`config.mk`:
```
export PLATFORM = sky130hd
export DESIGN_NAME = led_bit_encoder
export DESIGN_NICKNAME = d
export VERILOG_FILES = /design/src/led_pkg.sv /design/src/led_bit_encoder.sv
export VERILOG_INCLUDE_DIRS = /design/src /design/src/src
export SDC_FILE = /design/constraint.sdc
export NUM_CORES = 1
export LEC_CHECK = 0
export BUFFER_PORTS_ARGS = -buffer_cell sky130_fd_sc_hd__buf_2
export CAP_MARGIN = 5
export CORE_AREA = 2 2 39 41
export DETAILED_ROUTE_END_ITERATION = 6
export DIE_AREA = 0 0 41 43
export GPL_TIMING_DRIVEN = 0
export SLEW_MARGIN = 10
export SYNTH_ARGS = -nofsm -noshare
export SYNTH_HDL_FRONTEND = slang
export SYNTH_SLANG_ARGS = --single-unit
```
`constraint.sdc`:
```
create_clock -name clk -period 1.7 [get_ports clk]
set_clock_uncertainty 0.2 [all_clocks]
set_input_delay 0.34 -clock clk [delete_from_list [all_inputs] [get_ports clk]]
set_output_delay 0.34 -clock clk [all_outputs]
set_load 0.005 [all_outputs]
```
`src/led_defs.svh`:
```
`ifndef LED_DEFS_SVH
`define LED_DEFS_SVH

// Frame buffer and prescaler sizes
`define LED_RAM_AW        10
`define LED_PSIZE         16
`define LED_CNT_W         4

// Wishbone widths and decode
`define LED_WB_AW         32
`define LED_WB_DW         32
`define LED_MEM_SEL_BIT   12
`define LED_MEM_LAT       4

// Register bit positions
`define LED_CFG_EN_BIT    31
`define LED_CFG_IRQ_BIT   30
`define LED_CFG_IDLE_BIT  29
`define LED_CTRL_GO_BIT   31
`define LED_CTRL_STB_BIT  30
`define LED_CTRL_PROG_BIT 29
`define LED_CTRL_CNT_LSB  25
`define LED_CTRL_LAST_LSB 12

// Bit period in prescaler ticks
`define LED_T_ZERO        8
`define LED_T_ONE         16
`define LED_T_BIT         24

`endif

```
`src/led_pkg.sv`:
```
`include "led_defs.svh"

package led_pkg;

  // Static configuration, driven from the CONFIG/MULT/DIV registers
  typedef struct packed {
    logic                  enable;
    logic                  irq_en;
    logic                  idle_level;
    logic [`LED_PSIZE-1:0] multiplier;
    logic [`LED_PSIZE-1:0] divider;
  } led_cfg_t;

  // Sequence range and extra passes
  typedef struct packed {
    logic [`LED_CNT_W-1:0]  count;
    logic [`LED_RAM_AW-1:0] last;
    logic [`LED_RAM_AW-1:0] first;
  } seq_cmd_t;

  // One bit handed to the encoder
  typedef struct packed {
    logic valid;
    logic value;
  } led_bit_t;

  typedef enum logic [2:0] {
    SEQ_IDLE,
    SEQ_FETCH,   // RAM select
    SEQ_WAIT,    // Read data registered
    SEQ_LOAD,    // Byte captured
    SEQ_SEND
  } seq_state_e;

  typedef enum logic [1:0] {
    REG_CONFIG = 2'd0,
    REG_MULT   = 2'd1,
    REG_DIV    = 2'd2,
    REG_CTRL   = 2'd3
  } reg_idx_e;

endpackage

```
`src/led_bit_encoder.sv`:
```
`include "led_defs.svh"

module led_bit_encoder (
  input  logic              clk,
  input  logic              rst_n,
  input  logic              clear_n_i,
  input  logic              tick_i,
  input  logic              idle_level_i,
  input  led_pkg::led_bit_t bit_req_i,
  output logic              ready_o,
  output logic              sout_o
);

  localparam logic [4:0] T_ZERO = 5'(`LED_T_ZERO);
  localparam logic [4:0] T_ONE  = 5'(`LED_T_ONE);
  localparam logic [4:0] T_BIT  = 5'(`LED_T_BIT);

  logic [4:0] count;   // Rests at T_BIT between bits
  logic       dbit;
  logic       polar;
  logic       accept;
  logic       active;

  assign accept = tick_i && (count == T_BIT) && bit_req_i.valid;
  assign active = (count < (dbit ? T_ONE : T_ZERO));

  always_ff @(posedge clk) begin
    if (!rst_n) begin
      count   <= T_BIT;
      ready_o <= 1'b0;
      dbit    <= 1'b0;
      polar   <= 1'b0;
      sout_o  <= 1'b0;
    end else if (!clear_n_i) begin
      // Disabled line sits at the programmed idle level
      count   <= T_BIT;
      ready_o <= 1'b0;
      dbit    <= 1'b0;
      polar   <= idle_level_i;
      sout_o  <= idle_level_i;
    end else begin
      ready_o <= accept;
      if (accept) begin
        count <= '0;
        dbit  <= bit_req_i.value;
        polar <= idle_level_i;
      end else if (count == T_BIT) begin
        polar <= idle_level_i;       // Follow idle level while resting
      end else if (tick_i) begin
        count <= count + 5'd1;
      end
      sout_o <= active ? ~polar : polar;
    end
  end

  ////////////////////////////////////////////////////////////////////////////
  // Checks
  ////////////////////////////////////////////////////////////////////////////

  // An offered bit is not withdrawn before it is taken
  a_valid_held: assert property (
    @(posedge clk) disable iff (!rst_n || !clear_n_i)
    bit_req_i.valid && !ready_o |=> bit_req_i.valid
  );

endmodule

```
==> flow_summary.toml <==
[cts]
clkSinkCount = 9
cts_buffers = 3
cts-hold-fix-buffers = 0
clockBufferDepth = 2
cts_tree = "yes"
root_buffer = "clkbuf_4"
path_clk_slew_ns = 0.07
htreeDepth = 1
clock_latency_ns = 0.26

[synth]
ys.warnings.count = 0
synth.avg_cell_area_um2 = 9.04
synth-seq-cells = 9
synth.net_count = 64
synth_top_area_share = 0.369
syn-instance-count = 54
synth_area_leaders = "dfxtp_1 (37%), ha_1 (7.7%), nand4_1 (6.4%)"
synth_cell_type_count = 24
seq_area_frac_synth = 0.369
syn-cell-area_um2 = 488
synth_area_leader_cell = "dfxtp_1"

[sta]
hold_ws_ns = 0.127
relSlewSlack = 0.735
rsz0062_at_grt = "no"
finalHoldViolCount = 0
post-route-period-util = 0.954
slew_viol_final = 0
setup_violations = 0
fin_ws_ns = 0.0785
post-route-min-period_ns = 1.62
worstMarginPinSlew_ns = 0.398
tns_ns = 0
fmax_mhz = 617

[grt]
antenna_found_initial = 0
grt_max_degree = 11
grt_pass1_wl_um = 1590
grt_usage = 0.135
overflow = 0
grt_pass1_vias = 397

[place]
port_buffers = 7
dp_cells = 77
hpwl_um = 699
post_dp_cell_area_um2 = 543
place.gp.congestion = 0.751
dp_slack_ns = 0.00834

[outcome]
status = "finished clean"

[drt]
finalWirelength_um = 974
antenna_left = 0
wl_per_cell_um = 11.9
firstDrtPassIters = 4
drc = 0
num_vias = 453
via_per_inst = 5.52
drt_iter0_markers = 5

[floorplan]
dieArea_mm2 = 0.00176
coreArea_mm2 = 0.00138
initial_core_util = 0.353
die_w_um = 41
die_y_um = 43
rows = 14
ios = 9

[power_and_ir_drop]
p_sw_frac = 0.259
ir_drop_mv = 0.406
p_sw_uw = 120
clockPowerShare = 0.363
power.leakage_nw = 0.226
power_density_mw_per_mm2 = 783
total_power_uw = 463
internal_power_uw = 343
pwr-share-comb = 0.152
power_frac_seq = 0.485

[setup_path]
required_ns = 1.68
cp.arrival_ns = 1.60
critPathMaxFanout = 3
worst_path_max_delay_cell = "dfxtp_1"
critPathLaunchType = "flip-flop"
critPathKind = "flip-flop to flip-flop"
cp_slowest_stage_delay_ns = 0.36
worstPathCellList = "inv_1 > ha_1 > o21a_1 > or3_1 > a311oi_1"
worst_setup_path_end_kind = "flip-flop"

[layout]
drive_gt1_frac = 0.273
diodes = 0
finish.instance_area_um2 = 591
final_cells = 82
syn_to_final_growth_pct = 21.0
fin_nets = 77
utilization = 0.427

[job]
maxCapViolCount = 0

[hold_path]
hold_class = "primary input to flip-flop"
power by group through the flow:
| stage | combinational, mW | sequential (mW) | clock, mW |
|---|---|---|---|
| after floorplan | 0.0443 | 0.228 | 0 |
| after global routing | 0.0783 | 0.226 | 0.181 |
| after global placement | 0.0632 | 0.229 | 0 |
| after CTS | 0.0657 | 0.224 | 0.172 |
| final | 0.0705 | 0.224 | 0.168 |
| after detailed placement | 0.0645 | 0.229 | 0 |
flip-flops by register name, summed over array words and instances, names as in the netlist:
| register | cells |
|---|---|
| count | 5 |
| dbit | 1 |
| polar | 1 |
| ready_o | 1 |
| sout_o | 1 |
worst paths after layout:
check	from	to	slack (ns)	cells past startpoint
worst min register to register	polar	polar	0.28	2
worst max-delay path	dbit	sout_o	0.08	5
worst max register to register	dbit	sout_o	0.08	5
worst min-delay path	clear_n_i	sout_o	0.13	2
kinds of logic (layout without fill, tap and decap cells):
logic type / Yosys count / after routing / synth area share
adders and majority gates: 3 / 3 / 0.0769
DFF: 9 / 9 / 0.369
and+or+nand+nor: 18 / 18 / 0.254
buffers and inverters: 7 / 19 / 0.0692
AOI/OAI and AO/OA: 17 / 17 / 0.231
timing repair:
| action | in CTS | in global routing |
|---|---|---|
| pin swaps | 0 | 2 |
| endpoints found under the hold margin | 0 | 0 |
| setup endpoints to repair | 1 | 2 |
| buffers inserted | 0 | 1 |
| resized for setup | 2 | 2 |
critical path: cells and delay by family (launching register included):
| kind | cells | cell delay, ns |
|---|---|---|
| compound gates | 2 | 0.36 |
| simple gates | 1 | 0.30 |
| fa+ha+maj | 1 | 0.26 |
| flops | 1 | 0.36 |
| buf+inv | 1 | 0.05 |
Yosys cell counts:
cell and n:
and4b_2 1, a311oi_1 2, inv_1 5, nand4_1 5
nor2_1 1, or3_1 1, and3_2 1, nand3_1 3
o21ai_0 6, buf_6 1, o31ai_1 2, dfxtp_1 9
a211o_1 1, a211o_2 1, and2_1 1, o21a_1 2
a21oi_1 2, ha_1 3, a31oi_1 1, nor3_1 1
nand4b_4 1, clkbuf_1 1, nand2_1 2, and3_1 1
placed cells by master, fill, tap and decap left out, types with 2 or more instances in the layout:
master / synthesis / final
buf_2: 0 / 7
o31ai_1: 2 / 2
o21ai_0: 6 / 5
a21oi_1: 2 / 2
clkbuf_1: 1 / 2
nand2_1: 2 / 2
inv_1: 5 / 5
dfxtp_1: 9 / 8
a311oi_1: 2 / 2
nand3_1: 3 / 3
nand4_1: 5 / 5
o21a_1: 2 / 2
clkbuf_4: 0 / 3
ha_1: 3 / 2
final cells by class:
| cell class | instances | area [um^2] |
|---|---|---|
| Tap cell | 16 | 20.0 |
| Fill cell | 142 | 793 |
| Clock buffer | 4 | 26.3 |
| Sequential cell | 9 | 181 |
| Timing Repair Buffer | 8 | 42.5 |
| Buffer | 2 | 15.0 |
| Inverter | 5 | 18.8 |
| Multi-Input combinational cell | 38 | 287 |
layer usage:
layer,part of all wire,GRT usage,up-vias
met1,0.48,0.172,208
met4,0.0072,0.0400,0
met3,0.059,0.0785,2
li1,-,-,232
met2,0.45,0.188,11
met5,0,0,-
No activity file was read; power rests on OpenSTA's default activity.
