--- config.mk ---
export PLATFORM = sky130hd
export DESIGN_NAME = led_prescaler
export DESIGN_NICKNAME = d
export VERILOG_FILES = /design/src/led_prescaler.sv
export VERILOG_INCLUDE_DIRS = /design/src /design/src/src
export SDC_FILE = /design/constraint.sdc
export NUM_CORES = 1
export LEC_CHECK = 0
export BUFFER_PORTS_ARGS = -buffer_cell sky130_fd_sc_hd__buf_4
export CORE_MARGIN = 10
export CORE_UTILIZATION = 35
export DETAILED_ROUTE_END_ITERATION = 6
export PLACE_DENSITY_LB_ADDON = 0.05
export SLEW_MARGIN = 15
export SYNTH_ARGS = -nofsm -noshare
export SYNTH_HDL_FRONTEND = slang
export SYNTH_SLANG_ARGS = --single-unit
--- constraint.sdc ---
create_clock -name clk -period 4.5 [get_ports clk]
set_input_delay 0.225 -clock clk [delete_from_list [all_inputs] [get_ports clk]]
set_output_delay 0.225 -clock clk [all_outputs]
set_load 0.02 [all_outputs]
--- src/led_defs.svh ---
`ifndef LED_DEFS_SVH
`define LED_DEFS_SVH

// Frame buffer and prescaler sizes
`define LED_RAM_AW        10
`define LED_PSIZE         16
`define LED_CNT_W         4

// Wishbone widths and decode
`define LED_WB_AW         32
`define LED_WB_DW         32
`define LED_MEM_SEL_BIT   12
`define LED_MEM_LAT       4

// Register bit positions
`define LED_CFG_EN_BIT    31
`define LED_CFG_IRQ_BIT   30
`define LED_CFG_IDLE_BIT  29
`define LED_CTRL_GO_BIT   31
`define LED_CTRL_STB_BIT  30
`define LED_CTRL_PROG_BIT 29
`define LED_CTRL_CNT_LSB  25
`define LED_CTRL_LAST_LSB 12

// Bit period in prescaler ticks
`define LED_T_ZERO        8
`define LED_T_ONE         16
`define LED_T_BIT         24

`endif

--- src/led_prescaler.sv ---
`include "led_defs.svh"

module led_prescaler (
  input  logic                  clk,
  input  logic                  rst_n,
  input  logic                  clear_n_i,
  input  logic [`LED_PSIZE-1:0] multiplier_i,
  input  logic [`LED_PSIZE-1:0] divider_i,
  output logic                  tick_o
);

  logic [`LED_PSIZE-1:0] acc;
  logic [`LED_PSIZE:0]   sum;
  logic [`LED_PSIZE:0]   rem;
  logic [`LED_PSIZE:0]   div_ext;

  // One extra bit so the sum never wraps
  assign div_ext = {1'b0, divider_i};
  assign sum     = {1'b0, acc} + {1'b0, multiplier_i};
  assign rem     = sum - div_ext;

  // Tick in every cycle where the sum reaches the divider
  assign tick_o = (sum >= div_ext);

  always_ff @(posedge clk) begin
    if (!rst_n || !clear_n_i) begin
      acc <= '0;
    end else if (tick_o) begin
      // Rates above one tick per cycle saturate
      if (rem >= div_ext) begin
        acc <= '0;
      end else begin
        acc <= rem[`LED_PSIZE-1:0];
      end
    end else begin
      acc <= sum[`LED_PSIZE-1:0];
    end
  end

endmodule

==> results of run 1 <==
-- per-layer routing --
layer / track usage [%] / up-vias / part of all wire [%]
met2: 21.2 / 39 / 46
met1: 19.2 / 1255 / 50
li1: - / 1467 / -
met5: 0 / - / 0
met3: 0.719 / 6 / 2.7
met4: 3.97 / 0 / 0.97
-- kinds of logic after synthesis --
family	count (synthesis)	share of synthesized area (%)
AO/OA/AOI/OAI	106	31.5
AND/OR/NAND/NOR	89	17.5
XOR/XNOR	26	8.55
adder cells (fa/ha/maj)	50	24.0
flip-flops	16	12.0
buffers and inverters	37	6.39
-- timing repair --
item,4_1_cts,5_1_grt
pin swaps,33,33
setup buffers,10,5
cloned,1,0
gates resized for setup,29,39
setup endpoints to repair,16,16
-- through the flow --
stage / hold WS [ns] / total power [mW]
2_1_floorplan: 0.527 / 2.00
3_3_place_gp: 0.664 / 3.22
3_5_place_dp: 0.663 / 3.23
4_1_cts: 0.427 / 3.77
5_1_grt: 0.451 / 4.46
6_report: 0.430 / 4.06
-- final timing paths --
check	to	slack [ns]	cells after the start
setup / recovery	acc[14]$_SDFF_PP0_	-0.11	21
hold / removal	acc[1]$_SDFF_PP0_	0.43	3
setup reg to reg	acc[14]$_SDFF_PP0_	-0.11	21
hold reg to reg	acc[0]$_SDFF_PP0_	0.72	3
-- area by class of cell --
cell class              instances  area [µm²]  area share [%]
multi-input cells             272        2570            60.3
repair buffers                141        1080            25.4
flip-flops and latches         16         323            7.57
inverters                      33         124            2.91
well taps                      99         124            2.91
clock buffers                   3        41.3           0.969
-- cells in the mapped netlist, types with 2 or more instances --
cell type	number
or3_1	2
a21oi_2	2
o31ai_2	2
nand2_1	33
fa_1	2
o21ai_2	6
inv_1	33
o21bai_1	3
a311oi_1	2
nand3_1	2
o2bb2ai_2	3
ha_1	48
xor2_1	13
o31ai_1	5
a211oi_1	6
nand2b_1	5
nor2b_1	4
nor3_1	6
nor2_1	17
dfxtp_1	16
buf_6	2
a21o_1	9
o21ai_1	8
nand2_2	4
o211ai_1	5
nor3b_1	2
nand4_1	6
a2111oi_0	2
a21oi_1	18
o21ai_0	9
xnor2_1	13
a31oi_1	5
o21a_1	5
-- where the power goes --
part | switching [mW] | internal [mW]
clock | 0.0416 | 0.0591
sequential | 0.0239 | 0.196
combinational | 1.75 | 1.99
total | 1.82 | 2.24
-- critical path, stage by stage, from the launching register on --
cell and delay (ns):
dfxtp_2 0.35, ha_4 0.20, a211oi_2 0.23, o21bai_2 0.11
a2111oi_4 0.34, nor3_2 0.12, xor2_1 0.23, ha_2 0.35
buf_6 0.13, a21oi_4 0.11, o21ai_2 0.08, or3_4 0.35
o21a_4 0.23, xor2_2 0.15, ha_2 0.18, a211o_1 0.24
o211ai_1 0.11, a21oi_2 0.11, or3_4 0.41, buf_12 0.14
a2bb2oi_4 0.18, o2bb2ai_2 0.17
-- cell usage in the layout, fill, tap and decap left out, drive strengths merged, types with 3 or more instances in the layout --
master / netlist / routed
o21ai: 23 / 23
o21a: 5 / 5
ha: 48 / 48
dfxtp: 16 / 16
o31ai: 7 / 7
nor2b: 5 / 5
inv: 33 / 33
nand2: 37 / 37
o2bb2ai: 3 / 3
or3: 3 / 3
a31oi: 5 / 5
xnor2: 13 / 13
o21bai: 3 / 3
clkbuf: 1 / 3
nor2: 18 / 18
a21o: 9 / 9
xor2: 13 / 13
a21oi: 21 / 21
buf: 3 / 141
nor3: 7 / 7
nand4: 6 / 6
a2111oi: 3 / 3
nand2b: 5 / 5
o211ai: 6 / 6
a211oi: 6 / 6
==> flow_summary_export.csv, run 1 <==
group,metric,value,unit
status,status,"finished, violations left",
status,violations,"setup timing",
timing,slew_viol_final,0,
synthesis,synth_top_cell_area_share,22.5,%
timing,period_needed,4.61,ns
timing,hold_violations,0,
floorplan,die-area,11500,µm²
detailed_routing,wl,8050,µm
timing,timing.final.ws_setup,-0.114,ns
timing,worst_slew_pin_slew,0.547,ns
clock_network,cts_hold_buf,0,
floorplan,row_count,31,
global_routing,gr-total-overflow,0,
synthesis,syn_nets,409,
synthesis,yosysTopAreaCell,"ha_1",
floorplan,io_pins,36,
synthesis,synth.avg_cell_area,8.22,µm²
floorplan,dieHeight,107,µm
timing,finalCritPeriodShare,103,%
clock_network,clkLatencyLatePin,0.24,ns
timing,fin_tns_setup,-1.01,ns
finish,drive_gt1_share,49.7,%
timing,final-setup-viol-count,13,
pwr,ir_worst_vdd,0.470,mV
clock_network,cts_buffers,3,
synthesis,yosysUniqueCellTypes,59,
detailed_routing,viasPerCell,4.91,
detailed_routing,drtPass1Iterations,4,
placed_design,dp.cells,545,
setup_path,r2r-start,"acc[1]$_SDFF_PP0_",
placed_design,gp_congestion,0.860,
global_routing,antenna_found_initial,0,
synthesis,synth_seq_area_share,12.0,%
synthesis,async_reset_ff_share,0,%
setup_path,arrival,4.79,ns
run,cap_viol_max_count,0,
detailed_routing,drtIter0Drc,69,
synthesis,synth_enable_flop_cells,0,
synthesis,synth_seq_cells,16,
finish,area_growth,60.0,%
setup_path,path_class,"reg2reg",
synthesis,syn-cell-area,2660,µm²
clock_network,root_buffer,"clkbuf_8",
finish,fin_util,58.1,%
global_routing,track_usage,13.5,%
placed_design,post_dp_cell_area,3700,µm²
finish,fin_cells,564,
setup_path,cp-end-kind,"register",
detailed_routing,ant_nets,0,
synthesis,synthFlopType,"dfxtp_1",
timing,skew,0.000880,ns
synthesis,ys_warn_count,0,
setup_path,cp_max_fo,8,
setup_path,cp-start-kind,"register",
setup_path,crit_start,"acc[1]$_SDFF_PP0_",
pwr,power.static_leakage,2.08,nW
clock_network,clock_path_buffers,2,
placed_design,dpl.hpwl,6460,µm
clock_network,htreeDepth,1,
timing,fmax,0.217,GHz
global_routing,grt_max_degree,16,
clock_network,clk_pin_slew_worst_paths,0.06,ns
detailed_routing,wl_per_cell,14.3,µm
clock_network,clock_sinks,16,
finish,num-fill-cells,651,
detailed_routing,vias,2767,
finish,top_register,"acc",
global_routing,grt_pass1_wl,13100,µm
timing,slew-limit-headroom,63.3,%
clock_network,tritoncts,"done",
finish,num-nets-final,552,
hold_path,hold_path_class,"in2reg",
finish,largest_reg_flops,16,
setup_path,crit_required,4.68,ns
timing,rsz0062_at_grt,"yes",
floorplan,start_util,36.3,%
finish,top_regs,"acc x16",
placed_design,pre_cts_slack,-0.559,ns
synthesis,synth_cells,324,
placed_design,numPortBuffers,35,
floorplan,core,7330,µm²
hold_path,holdCritStartpoint,"divider_i[1]",
floorplan,dieWidth,107,µm
pwr,power_density,953,nW/µm²
synthesis,ys_top_cells_by_area,"ha_1, dfxtp_1, inv_1, nand2_1, xnor2_1",
global_routing,grt_pass1_vias,2833,
finish,antenna_cells,0,
detailed_routing,drc,0,
finish,final_area,4260,µm²
Note: power is estimated with default switching activity, not from simulation.
==> run 2, diff against run 1 <==
--- a/config.mk
+++ b/config.mk
@@ -8,9 +8,10 @@
 export LEC_CHECK = 0
 export BUFFER_PORTS_ARGS = -buffer_cell sky130_fd_sc_hd__buf_4
 export CORE_MARGIN = 10
-export CORE_UTILIZATION = 35
+export CORE_UTILIZATION = 50
 export DETAILED_ROUTE_END_ITERATION = 6
 export PLACE_DENSITY_LB_ADDON = 0.05
+export SKIP_CTS_REPAIR_TIMING = 1
 export SLEW_MARGIN = 15
 export SYNTH_ARGS = -nofsm -noshare
 export SYNTH_HDL_FRONTEND = slang
==> run 2 against run 1 <==
Compared with the run above:
- clock skew rose by 0.0017 ns
- first-iteration DRC count rose by 140%
- setup slack got worse by 0.24 ns
- register-to-register slack got worse by 0.24 ns
- non-clock buffer count fell by 18
- via count rose by 2.3%
- sequential share of layout area rose by 0.62 points
- clock-buffer cell count did not move
- flip-flop and latch count did not move
- final area fell by 8.0%
- core utilization rose by 18 points
- the flow still finishes with violations (setup timing)
==> flow_summary_export.csv, run 2 (synthesis gave the netlist of run 1 again) <==
group,metric,value,unit
floorplan,core,5140,µm²
detailed_routing,drc,0,
placed_design,pre_cts_slack,-0.555,ns
setup_path,cp-start-kind,"register",
global_routing,gr-total-overflow,0,
run,cap_viol_max_count,0,
floorplan,dieWidth,93.0,µm
setup_path,crit_required,4.66,ns
finish,top_regs,"acc x16",
clock_network,clock_sinks,16,
finish,area_growth,47.3,%
timing,worst_slew_pin_slew,0.539,ns
detailed_routing,viasPerCell,5.48,
global_routing,track_usage,16.6,%
setup_path,worst_path_max_delay_cell,"or3_4",
timing,period_needed,4.86,ns
finish,regArea,322,µm²
clock_network,tritoncts,"done",
setup_path,path_class,"reg2reg",
clock_network,clock_path_buffers,2,
setup_path,cp-end-kind,"register",
detailed_routing,drtIter0Drc,167,
timing,hold_violations,0,
detailed_routing,vias,2831,
floorplan,io_pins,36,
setup_path,arrival,5.02,ns
timing,finalCritPeriodShare,108,%
detailed_routing,ant_nets,0,
setup_path,cp_max_fo,8,
finish,layout_commonest_cell,"buf_4",
global_routing,antenna_found_initial,0,
timing,fmax,0.206,GHz
clock_network,root_buffer,"clkbuf_8",
timing,slew_viol_final,0,
timing,fin_tns_setup,-4.19,ns
finish,antenna_cells,0,
timing,timing.final.ws_setup,-0.356,ns
hold_path,hold_path_class,"in2reg",
finish,num-fill-cells,392,
floorplan,row_count,26,
placed_design,gp_congestion,0.988,
global_routing,grt_pass1_vias,2671,
finish,fin_util,76.3,%
global_routing,grt_max_degree,17,
placed_design,dpl.hpwl,6270,µm
timing,final-setup-viol-count,16,
finish,final_area,3920,µm²
floorplan,dieHeight,93.0,µm
finish,largest_reg_flops,16,
detailed_routing,wl,8130,µm
finish,multi_input_area,2420,µm²
timing,skew,0.00262,ns
timing,slew-limit-headroom,63.9,%
detailed_routing,wl_per_cell,15.7,µm
finish,top_register,"acc",
clock_network,htreeDepth,1,
clock_network,clk_pin_slew_worst_paths,0.06,ns
detailed_routing,drtPass1Iterations,4,
placed_design,numPortBuffers,35,
finish,final_cell_mix,"buf_4, ha_1, inv_1, nand2_1",
setup_path,slowest_delay,0.42,ns
floorplan,die-area,8650,µm²
clock_network,clkLatencyLatePin,0.25,ns
placed_design,post_dp_cell_area,3620,µm²
status,violations,"setup timing",
floorplan,start_util,51.8,%
finish,drive_gt1_share,42.3,%
setup_path,path_cells,"ha_2 -> buf_4 -> a211oi_2 -> o21bai_1 -> a2111oi_2 -> nor3_2 -> a31oi_2 -> xnor2_2 -> ha_4 -> a21oi_1 -> o21ai_2 -> or3_4 -> o21a_4 -> xor2_4 -> ha_4 -> a211o_1 -> o211ai_1 -> a21oi_2 -> or3_4 -> a2bb2oi_4 -> o31ai_2",
finish,num-nets-final,534,
timing,rsz0062_at_grt,"yes",
global_routing,grt_pass1_wl,12000,µm
clock_network,cts_buffers,3,
status,status,"finished, violations left",
==> run 2: area by class of cell <==
| type | count | area share (%) |
|---|---|---|
| clock buffer | 3 | 1.05 |
| inverter | 33 | 3.16 |
| multi-input combinational | 272 | 61.7 |
| sequential | 16 | 8.20 |
| tap | 70 | 2.23 |
| timing repair buffer | 123 | 23.6 |
==> run 2: worst paths after layout <==
kind | startpoint | to | slack, ns | cells past startpoint
max | acc[0]$_SDFF_PP0_ | acc[11]$_SDFF_PP0_ | -0.36 | 21
min | divider_i[1] | acc[1]$_SDFF_PP0_ | 0.43 | 3
max reg2reg | acc[0]$_SDFF_PP0_ | acc[11]$_SDFF_PP0_ | -0.36 | 21
min reg2reg | acc[0]$_SDFF_PP0_ | acc[0]$_SDFF_PP0_ | 0.74 | 3
==> run 2: per-layer routing <==
layer / global-route usage [%] / routed length (µm) / up-vias
met3: 1.28 / 375 / 9
met1: 23.5 / 3780 / 1324
met2: 26.2 / 3870 / 59
met4: 4.37 / 105 / 0
met5: 0 / 0 / -
li1: - / - / 1439
==> run 2: worst max-delay path, delay by kind of cell, from the launching register on <==
| family | cells | cell delay (ns) |
|---|---|---|
| AO/OA/AOI/OAI | 12 | 2.44 |
| XOR/XNOR | 2 | 0.38 |
| adder cells (fa/ha/maj) | 3 | 0.61 |
| buffers and inverters | 1 | 0.13 |
| flip-flops | 1 | 0.30 |
| AND/OR/NAND/NOR | 3 | 0.91 |
==> run 2: metrics by stage <==
step | cells | hold slack, ns
floorplan | 324 | 0.527
global placement | 509 | 0.652
detailed placement | 509 | 0.672
CTS | 512 | 0.421
global route | 517 | 0.466
finish | 517 | 0.431
Power of run 2 is left out: the tool's default activity adds up to more than one toggle a clock period on the data nets, which glitch-free logic cannot reach.
