### src/led_defs.svh
`ifndef LED_DEFS_SVH
`define LED_DEFS_SVH

// Frame buffer and prescaler sizes
`define LED_RAM_AW        10
`define LED_PSIZE         16
`define LED_CNT_W         4

// Wishbone widths and decode
`define LED_WB_AW         32
`define LED_WB_DW         32
`define LED_MEM_SEL_BIT   12
`define LED_MEM_LAT       4

// Register bit positions
`define LED_CFG_EN_BIT    31
`define LED_CFG_IRQ_BIT   30
`define LED_CFG_IDLE_BIT  29
`define LED_CTRL_GO_BIT   31
`define LED_CTRL_STB_BIT  30
`define LED_CTRL_PROG_BIT 29
`define LED_CTRL_CNT_LSB  25
`define LED_CTRL_LAST_LSB 12

// Bit period in prescaler ticks
`define LED_T_ZERO        8
`define LED_T_ONE         16
`define LED_T_BIT         24

`endif

### src/led_pkg.sv
`include "led_defs.svh"

package led_pkg;

  // Static configuration, driven from the CONFIG/MULT/DIV registers
  typedef struct packed {
    logic                  enable;
    logic                  irq_en;
    logic                  idle_level;
    logic [`LED_PSIZE-1:0] multiplier;
    logic [`LED_PSIZE-1:0] divider;
  } led_cfg_t;

  // Sequence range and extra passes
  typedef struct packed {
    logic [`LED_CNT_W-1:0]  count;
    logic [`LED_RAM_AW-1:0] last;
    logic [`LED_RAM_AW-1:0] first;
  } seq_cmd_t;

  // One bit handed to the encoder
  typedef struct packed {
    logic valid;
    logic value;
  } led_bit_t;

  typedef enum logic [2:0] {
    SEQ_IDLE,
    SEQ_FETCH,   // RAM select
    SEQ_WAIT,    // Read data registered
    SEQ_LOAD,    // Byte captured
    SEQ_SEND
  } seq_state_e;

  typedef enum logic [1:0] {
    REG_CONFIG = 2'd0,
    REG_MULT   = 2'd1,
    REG_DIV    = 2'd2,
    REG_CTRL   = 2'd3
  } reg_idx_e;

endpackage

### src/led_sequencer.sv
`include "led_defs.svh"

module led_sequencer (
  input  logic                   clk,
  input  logic                   rst_n,
  input  logic                   clear_n_i,
  input  led_pkg::seq_cmd_t      cmd_i,
  input  logic                   start_i,
  output logic                   progress_o,
  output logic                   ram_cs_o,
  output logic [`LED_RAM_AW-1:0] ram_addr_o,
  input  logic [7:0]             ram_rdata_i,
  output led_pkg::led_bit_t      bit_req_o,
  input  logic                   ready_i
);

  led_pkg::seq_state_e    state;
  logic [2:0]             bit_idx;
  logic [7:0]             data;
  logic [`LED_RAM_AW-1:0] first_addr;
  logic [`LED_RAM_AW-1:0] last_addr;
  logic [`LED_CNT_W-1:0]  passes;     // Passes left after this one
  logic                   byte_done;

  assign byte_done = (state == led_pkg::SEQ_SEND) && ready_i && (bit_idx == 3'd0);

  always_ff @(posedge clk) begin
    if (!rst_n || !clear_n_i) begin
      state   <= led_pkg::SEQ_IDLE;
      bit_idx <= '0;
      passes  <= '0;
    end else begin
      case (state)
        led_pkg::SEQ_IDLE: begin
          if (start_i) begin
            state  <= led_pkg::SEQ_FETCH;
            passes <= cmd_i.count;
          end
        end
        led_pkg::SEQ_FETCH: state <= led_pkg::SEQ_WAIT;
        led_pkg::SEQ_WAIT:  state <= led_pkg::SEQ_LOAD;
        led_pkg::SEQ_LOAD: begin
          state   <= led_pkg::SEQ_SEND;
          bit_idx <= 3'd7;                    // MSB first
        end
        led_pkg::SEQ_SEND: begin
          if (ready_i) begin
            if (bit_idx != 3'd0) begin
              bit_idx <= bit_idx - 3'd1;
            end else if (ram_addr_o != last_addr) begin
              state <= led_pkg::SEQ_FETCH;
            end else if (passes == '0) begin
              state <= led_pkg::SEQ_IDLE;
            end else begin
              passes <= passes - 1'b1;
              state  <= led_pkg::SEQ_FETCH;
            end
          end
        end
        default: state <= led_pkg::SEQ_IDLE;
      endcase
    end
  end

  // Range bounds, address and current byte
  always_ff @(posedge clk) begin
    if ((state == led_pkg::SEQ_IDLE) && start_i) begin
      first_addr <= cmd_i.first;
      last_addr  <= cmd_i.last;
      ram_addr_o <= cmd_i.first;
    end else if (byte_done) begin
      ram_addr_o <= (ram_addr_o == last_addr) ? first_addr : ram_addr_o + 1'b1;
    end
    if (state == led_pkg::SEQ_LOAD) begin
      data <= ram_rdata_i;
    end
  end

  assign ram_cs_o   = (state == led_pkg::SEQ_FETCH);
  assign progress_o = (state != led_pkg::SEQ_IDLE);
  assign bit_req_o  = '{valid: (state == led_pkg::SEQ_SEND), value: data[bit_idx]};

  ////////////////////////////////////////////////////////////////////////////
  // Checks
  ////////////////////////////////////////////////////////////////////////////

  // Encoder only answers a bit that is on offer
  a_cs_fetch: assert property (
    @(posedge clk) disable iff (!rst_n || !clear_n_i)
    ready_i |-> bit_req_o.valid
  );

  // Ready is a single-cycle pulse
  a_valid_hold: assert property (
    @(posedge clk) disable iff (!rst_n || !clear_n_i)
    ready_i |=> !ready_i
  );

endmodule

### config.mk
export PLATFORM = sky130hd
export DESIGN_NAME = led_sequencer
export DESIGN_NICKNAME = d
export VERILOG_FILES = /design/src/led_pkg.sv /design/src/led_sequencer.sv
export VERILOG_INCLUDE_DIRS = /design/src /design/src/src
export SDC_FILE = /design/constraint.sdc
export NUM_CORES = 1
export LEC_CHECK = 0
export BUFFER_PORTS_ARGS = -buffer_cell sky130_fd_sc_hd__buf_2
export CAP_MARGIN = 20
export CORE_UTILIZATION = 56
export CTS_BUF_LIST = sky130_fd_sc_hd__clkbuf_2
export CTS_CLUSTER_DIAMETER = 30
export DETAILED_ROUTE_END_ITERATION = 10
export GPL_TIMING_DRIVEN = 0
export PLACE_DENSITY = 0.82
export SYNTH_ARGS = -nofsm -noshare
export SYNTH_HDL_FRONTEND = slang
export SYNTH_SLANG_ARGS = --single-unit
export TNS_END_PERCENT = 5
### constraint.sdc
create_clock -name clk -period 3.1 [get_ports clk]
set_clock_uncertainty 0.15 [all_clocks]
set_input_delay 0.31 -clock clk [delete_from_list [all_inputs] [get_ports clk]]
set_output_delay 0.31 -clock clk [all_outputs]
set_load 0.005 [all_outputs]
==> results of run 1 <==
timing repair:
| action | in CTS | in global routing |
|---|---|---|
| hold buffers | 28 | 3 |
| hold endpoints to repair | 28 | 2 |
| setup buffers | 0 | 0 |
logic make-up (layout without fill, tap and decap cells):
family          count (synthesis)  in the layout
simple gates                   56             56
flops                          48             48
compound gates                 33             33
xor+xnor                       20             20
buf+inv                        15            105
mux                            12             12
fa+ha+maj                       5              5
metrics by stage:
step | power [µW] | std cells | hold slack [ns] | area [µm²] | setup slack, ns
after floorplan | 880.8 | 189 | 0.2589 | 2293 | 0.9857
after global placement | 944.7 | 287 | 0.3232 | 2604 | 0.5754
after detailed placement | 954.9 | 288 | 0.3372 | 2619 | 0.7330
after CTS | 1306 | 324 | 0.008076 | 2967 | 0.7006
after global routing | 1357 | 327 | 0.06262 | 2997 | 0.5729
final | 1307 | 327 | 0.05223 | 2997 | 0.7100
final cells by class:
type                       instances  area (µm²)  area share [%]
inverter                          10       42.54           1.420
clock inverter                     3       42.54           1.420
sequential                        48        1341           44.76
buffer                             5       20.02          0.6681
timing repair buffer              82       575.6           19.21
multi-input combinational        126       889.6           29.69
clock buffer                       5       25.02          0.8351
tap                               48       60.06           2.004
report_power, final:
part           switching [µW]  internal [µW]  total, µW
logic                    95.0            105        200
registers                31.3            741        772
clock network             200            135        334
total                     326            980       1310
flip-flops by register name, indices dropped and copies added, names as in the netlist:
| name | count |
|---|---|
| first_addr | 10 |
| bit_idx | 3 |
| ram_addr_o | 10 |
| data | 8 |
| state | 3 |
| last_addr | 10 |
| passes | 4 |
worst max-delay path, stage by stage (launching register included):
cell and delay, ns:
edfxtp_1 0.55, xnor2_1 0.19, nand4_1 0.21, nor3_1 0.36
buf_2 0.37, mux2i_1 0.26, o21ai_1 0.09
Yosys cell counts (2+ instances only):
| master | count |
|---|---|
| xnor2_1 | 15 |
| a21oi_1 | 8 |
| ha_1 | 5 |
| nand2_1 | 19 |
| nor3b_1 | 2 |
| nand3_1 | 5 |
| inv_1 | 8 |
| mux2i_1 | 8 |
| dfxtp_1 | 10 |
| and3_1 | 2 |
| clkbuf_1 | 4 |
| nor2_1 | 10 |
| xor2_1 | 5 |
| nor3_1 | 5 |
| mux4_2 | 2 |
| nand3b_1 | 2 |
| nand4_1 | 4 |
| o21ai_0 | 2 |
| o32ai_1 | 2 |
| edfxtp_1 | 38 |
| o21ai_1 | 11 |
worst paths after layout:
path,start,slack [ns],end
hold / removal,start_i,0.05,state[0]$_SDFFE_PP0P_
setup / recovery,ram_addr_o[0]$_DFFE_PP_,0.71,ram_addr_o[3]$_DFFE_PP_
setup reg to reg,ram_addr_o[0]$_DFFE_PP_,0.71,ram_addr_o[3]$_DFFE_PP_
hold reg to reg,passes[1]$_SDFFE_PP0P_,0.36,passes[1]$_SDFFE_PP0P_
layer usage:
layer / global-route usage (%) / wire length [µm]
met1: 26.69 / 1996
met2: 40.82 / 2382
met3: 5.345 / 262
met4: 10.37 / 86
met5: 0 / 0
==> results.ini, run 1 <==
[timing]
period_share_pct = 77.10
min_period_ns = 2.390
tightest_slew_ns = 0.8008
setup_tns_ns = 0
setup_viol = 0
slew_headroom_pct = 46.62
fmax_ghz = 0.4184
hold_viol_final = 0
rsz0062_at_grt = no
maxSlewViolCount = 0

[global_routing]
overflow = 0
grt_pass1_vias = 1706
grt_antenna_before_repair = 0
grt_max_degree = 17
gr-usage-all-layers_pct = 23.20
grt_first_pass_wirelength_um = 7348

[clock_tree]
root_buffer = clkbuf_2
clk_path_buf_depth = 2
clock_sinks = 48
ctsResizeCount = 0
clk_latency_ns = 0.42
cts_inserted_buffers = 5
cts_tree = yes
htreeDepth = 2
clk_pin_slew_ns = 0.24

[synth]
ys_ff_latch = 48
synth.distinct_cells = 43
synth-edff-count = 38
ys_seq_area_share_pct = 58.48
synthSimpleGateAreaFrac_pct = 12.60
synth_top_family_by_area = simple AND/OR/NAND/NOR gates
synth_area_leaders = edfxtp_1 (50%), dfxtp_1 (8.7%), xnor2_1 (5.7%), mux2i_1 (3.5%), nand2_1 (3.1%)
synth_top_area_share_pct = 49.75
async_flop_share_pct = 0
syn_inst = 189
syn_area_um2 = 2293
synth_xor_area_share_pct = 7.638
synth_compound_area_share_pct = 9.384
synth_area_per_cell_um2 = 12.13
synth_ff_type = edfxtp_1
syn_nets = 231
synth_fa_ha_area_share_pct = 2.728
synth.largest_area_cell = edfxtp_1
ys_warn_count = 0
muxShareOfSynthArea_pct = 6.438

[floorplan]
core_um2 = 3799
start_util_pct = 60.38
io_pins = 51
die_width_um = 66.00
core.rowCount = 22
dieArea_um2 = 4355
die_h_um = 66.00

[critical_path]
crit_path_start_kind = register
cp_data_required_time_ns = 3.15
cp_max_fo = 10
arrival_ns = 2.44
worstSetupPathType = reg2reg
rr_worst_depth = 6
cp-end-kind = register

[final_layout]
nFillCells = 241
drive_gt1_share_pct = 25.09
final_common_cell = buf_2
syn_to_final_growth_pct = 30.66
final_cell_mix = buf_2 (51), edfxtp_1 (38), dlygate4sd3_1 (31), nand2_1 (19), xnor2_1 (15)
num_antenna_cells = 0
fin_nets = 320
final_util_pct = 78.89

[pwr]
power_density_nw_per_um2 = 436.1
p_leak_uw = 0.001137
ir_drop_uv = 353.0

[drt]
drt.antenna.violating_nets = 0
dr_total_vias = 1787
routed_wl_um = 4727
drtPass1Iterations = 4
drt-vias-per-instance = 5.465
drt_iter0_markers = 135
route.detailed.drc = 0
wl_per_cell_um = 14.46

[min_path]
min_path_cells = 3
hold_class = in2reg

[place]
port_buffers = 50
gp_congestion = 0.8003
dp_hpwl_um = 3210

[run_status]
status = complete, no violations

[flow_run]
maxCapViolations = 0

No activity file was read; power rests on OpenSTA's default activity.
==> run 2: changes to the inputs <==
Settings changed: CORE_UTILIZATION 56 to 50, PLACE_DENSITY 0.82 to 0.77.
Clock period 3.1 ns to 2 ns, I/O delays scaled along.
==> run 2 against run 1 <==
Net effect: the run now ends with setup timing left; power up 48%; register-to-register slack worse by 0.83 ns; first-iteration DRC count down 6.7%; cell count up 6.1%; die area up 12%; sequential power up 53%; via count up 1.2%; utilization down 7.1 points; largest power group unchanged.
==> results.ini, run 2 (synthesis gave the netlist of run 1 again) <==
[run_status]
status = finished with violations
violations = setup timing

[final_layout]
fin_nets = 336  ; +5.0%
final_util_pct = 71.78  ; -7.1 points
reg_top3 = first_addr x10, last_addr x10, ram_addr_o x10
num_antenna_cells = 0  ; unchanged
final_area_um2 = 3147  ; +5.0%
final_cell_mix = buf_2 (50), edfxtp_1 (38), dlygate4sd3_1 (37), nand2_1 (19), xnor2_1 (15)
syn_to_final_growth_pct = 37.21
final_common_cell = buf_2
regArea_um2 = 1349  ; +0.56%
nFillCells = 310  ; +29%
drive_gt1_share_pct = 30.85  ; +5.8 points
multi_input_area_um2 = 908.4  ; +2.1%

[timing]
period_share_pct = 106.2  ; +29 points
tightest_slew_ns = 0.4792  ; -0.3215 ns
setup_ws_ns = -0.1242  ; -0.8342 ns
hold_viol_final = 0  ; unchanged
slew_headroom_pct = 67.55  ; +21 points
min_period_ns = 2.124  ; -0.2658 ns
fmax_ghz = 0.4708  ; +13%
rsz0062_at_grt = yes
setup_viol = 9  ; +9
maxSlewViolCount = 0  ; unchanged

[global_routing]
grt_pass1_vias = 1723  ; +1.0%
gr-usage-all-layers_pct = 20.89  ; -2.3 points
grt_max_degree = 30  ; +13
grt_first_pass_wirelength_um = 7762  ; +5.6%
overflow = 0  ; unchanged
grt_antenna_before_repair = 0  ; unchanged

[floorplan]
start_util_pct = 52.31  ; -8.1 points
core_um2 = 4384  ; +15%
dieArea_um2 = 4862  ; +12%
die_h_um = 69.73  ; +5.7%
io_pins = 51  ; unchanged
die_width_um = 69.73  ; +5.7%
core.rowCount = 24  ; +9.1%

[clock_tree]
cts_inserted_buffers = 5  ; unchanged
clk_latency_ns = 0.41  ; about the same
clk_path_buf_depth = 2  ; unchanged
clock_sinks = 48  ; unchanged
htreeDepth = 2  ; unchanged
cts_tree = yes
root_buffer = clkbuf_2
clk_pin_slew_ns = 0.24  ; about the same

[drt]
drt.antenna.violating_nets = 0  ; unchanged
dr_total_vias = 1808  ; +1.2%
routed_wl_um = 4923  ; +4.1%
drt_iter0_markers = 126  ; -6.7%
drt-vias-per-instance = 5.210  ; -4.7%
route.detailed.drc = 0  ; unchanged
wl_per_cell_um = 14.19  ; -1.9%
drtPass1Iterations = 4  ; unchanged

[pwr]
power_density_nw_per_um2 = 614.4  ; +41%
fin_total_pwr_uw = 1933  ; +48%
p_leak_uw = 0.001221  ; +7.5%
ir_drop_uv = 422.0  ; +20%

[critical_path]
worstSetupPathType = reg2reg
arrival_ns = 2.31  ; -0.13 ns
reg2reg_slack_ns = -0.12  ; -0.83 ns
worstReg2RegStart = ram_addr_o[0]$_DFFE_PP_
crit_path_start_kind = register
rr_endpoint = passes[2]$_SDFFE_PP0P_
cp_data_required_time_ns = 2.18  ; -0.97 ns
cp-end-kind = register
cp_max_fo = 4  ; -6
rr_worst_depth = 6  ; unchanged

[min_path]
min-delay-start = state[2]$_SDFFE_PP0P_
hold_path_end = state[1]$_SDFFE_PP0P_
min_path_cells = 1  ; -2
hold_class = reg2reg

[place]
dp_hpwl_um = 3011  ; -6.2%
place_area_um2 = 2610  ; -0.33%
gp_congestion = 0.8103  ; +1.2%
port_buffers = 50  ; unchanged

[flow_run]
maxCapViolations = 0  ; unchanged

==> run 2: cell types whose count changed in the layout (fill, tap and decap cells not counted), moves of 2 or more <==
cell,previous run,this run
buf_4,0,13
dfxtp_1,10,6
dlygate4sd3_1,31,37
nor3_1,5,3
clkbuf_2,5,8
clkbuf_1,4,1
dfxtp_2,0,3
==> run 2: layer usage <==
metal | vias up | track usage [%] | part of all wire (%)
li1 | 909 | - | -
met2 | 39 | 36.89 | 51
met1 | 856 | 25.17 | 45
met3 | 4 | 4.942 | 3.7
met4 | 0 | 6.667 | 0.73
met5 | - | 0 | 0
==> run 2: power breakdown <==
group	internal (µW)	switching, µW	total [µW]
logic	195	171	366
registers	1150	35.0	1180
clock network	95.5	290	386
total	1440	497	1930
==> run 2: critical path, stage by stage, from the launching register on <==
cell and delay [ns]:
edfxtp_1 0.49, xnor2_1 0.16, nand4_1 0.21, buf_4 0.22, or4_4 0.56, a21oi_1 0.16, o32ai_1 0.09
==> run 2: through the flow <==
step / std cells / setup slack, ns / setup TNS, ns / hold WS, ns
final: 347 / -0.1242 / -0.5515 / 0.3290
after global routing: 347 / -0.2082 / -1.963 / 0.2914
after CTS: 343 / -0.1182 / -0.5456 / 0.2992
after detailed placement: 291 / -0.3298 / -3.307 / 0.2281
after global placement: 291 / -0.2826 / -2.577 / 0.2267
after floorplan: 189 / -0.02853 / -0.2282 / 0.1489
==> run 2: how the worst max path moves through the flow <==
stage / from / to / slack (ns) / cells past startpoint
4_1_cts: bit_idx[0]$_SDFFE_PP0P_ / bit_req_o[0] / -0.12 / 3
3_3_place_gp: ram_addr_o[0]$_DFFE_PP_ / ram_addr_o[2]$_DFFE_PP_ / -0.28 / 6
5_1_grt: ram_addr_o[8]$_DFFE_PP_ / passes[2]$_SDFFE_PP0P_ / -0.21 / 6
2_1_floorplan: ram_addr_o[4]$_DFFE_PP_ / ram_addr_o[1]$_DFFE_PP_ / -0.03 / 7
6_report: ram_addr_o[0]$_DFFE_PP_ / passes[2]$_SDFFE_PP0P_ / -0.12 / 6
3_5_place_dp: ram_addr_o[2]$_DFFE_PP_ / ram_addr_o[2]$_DFFE_PP_ / -0.33 / 6
==> run 2: cell type report <==
type,count,area share [%]
Inverter,10,1.471
Buffer,4,0.8748
Clock inverter,1,0.1590
Sequential cell,48,42.86
Timing Repair Buffer,99,22.58
Tap cell,52,2.068
Clock buffer,7,1.113
Multi-Input combinational cell,126,28.87
==> run 2: timing repair <==
action                                  in CTS  in global routing
resized for setup                           10                  6
endpoints found under the setup margin      36                 29
pin swaps                                    2                  1
buffers inserted                             8                  4
hold buffers                                37                  0
endpoints found under the hold margin       44                  0
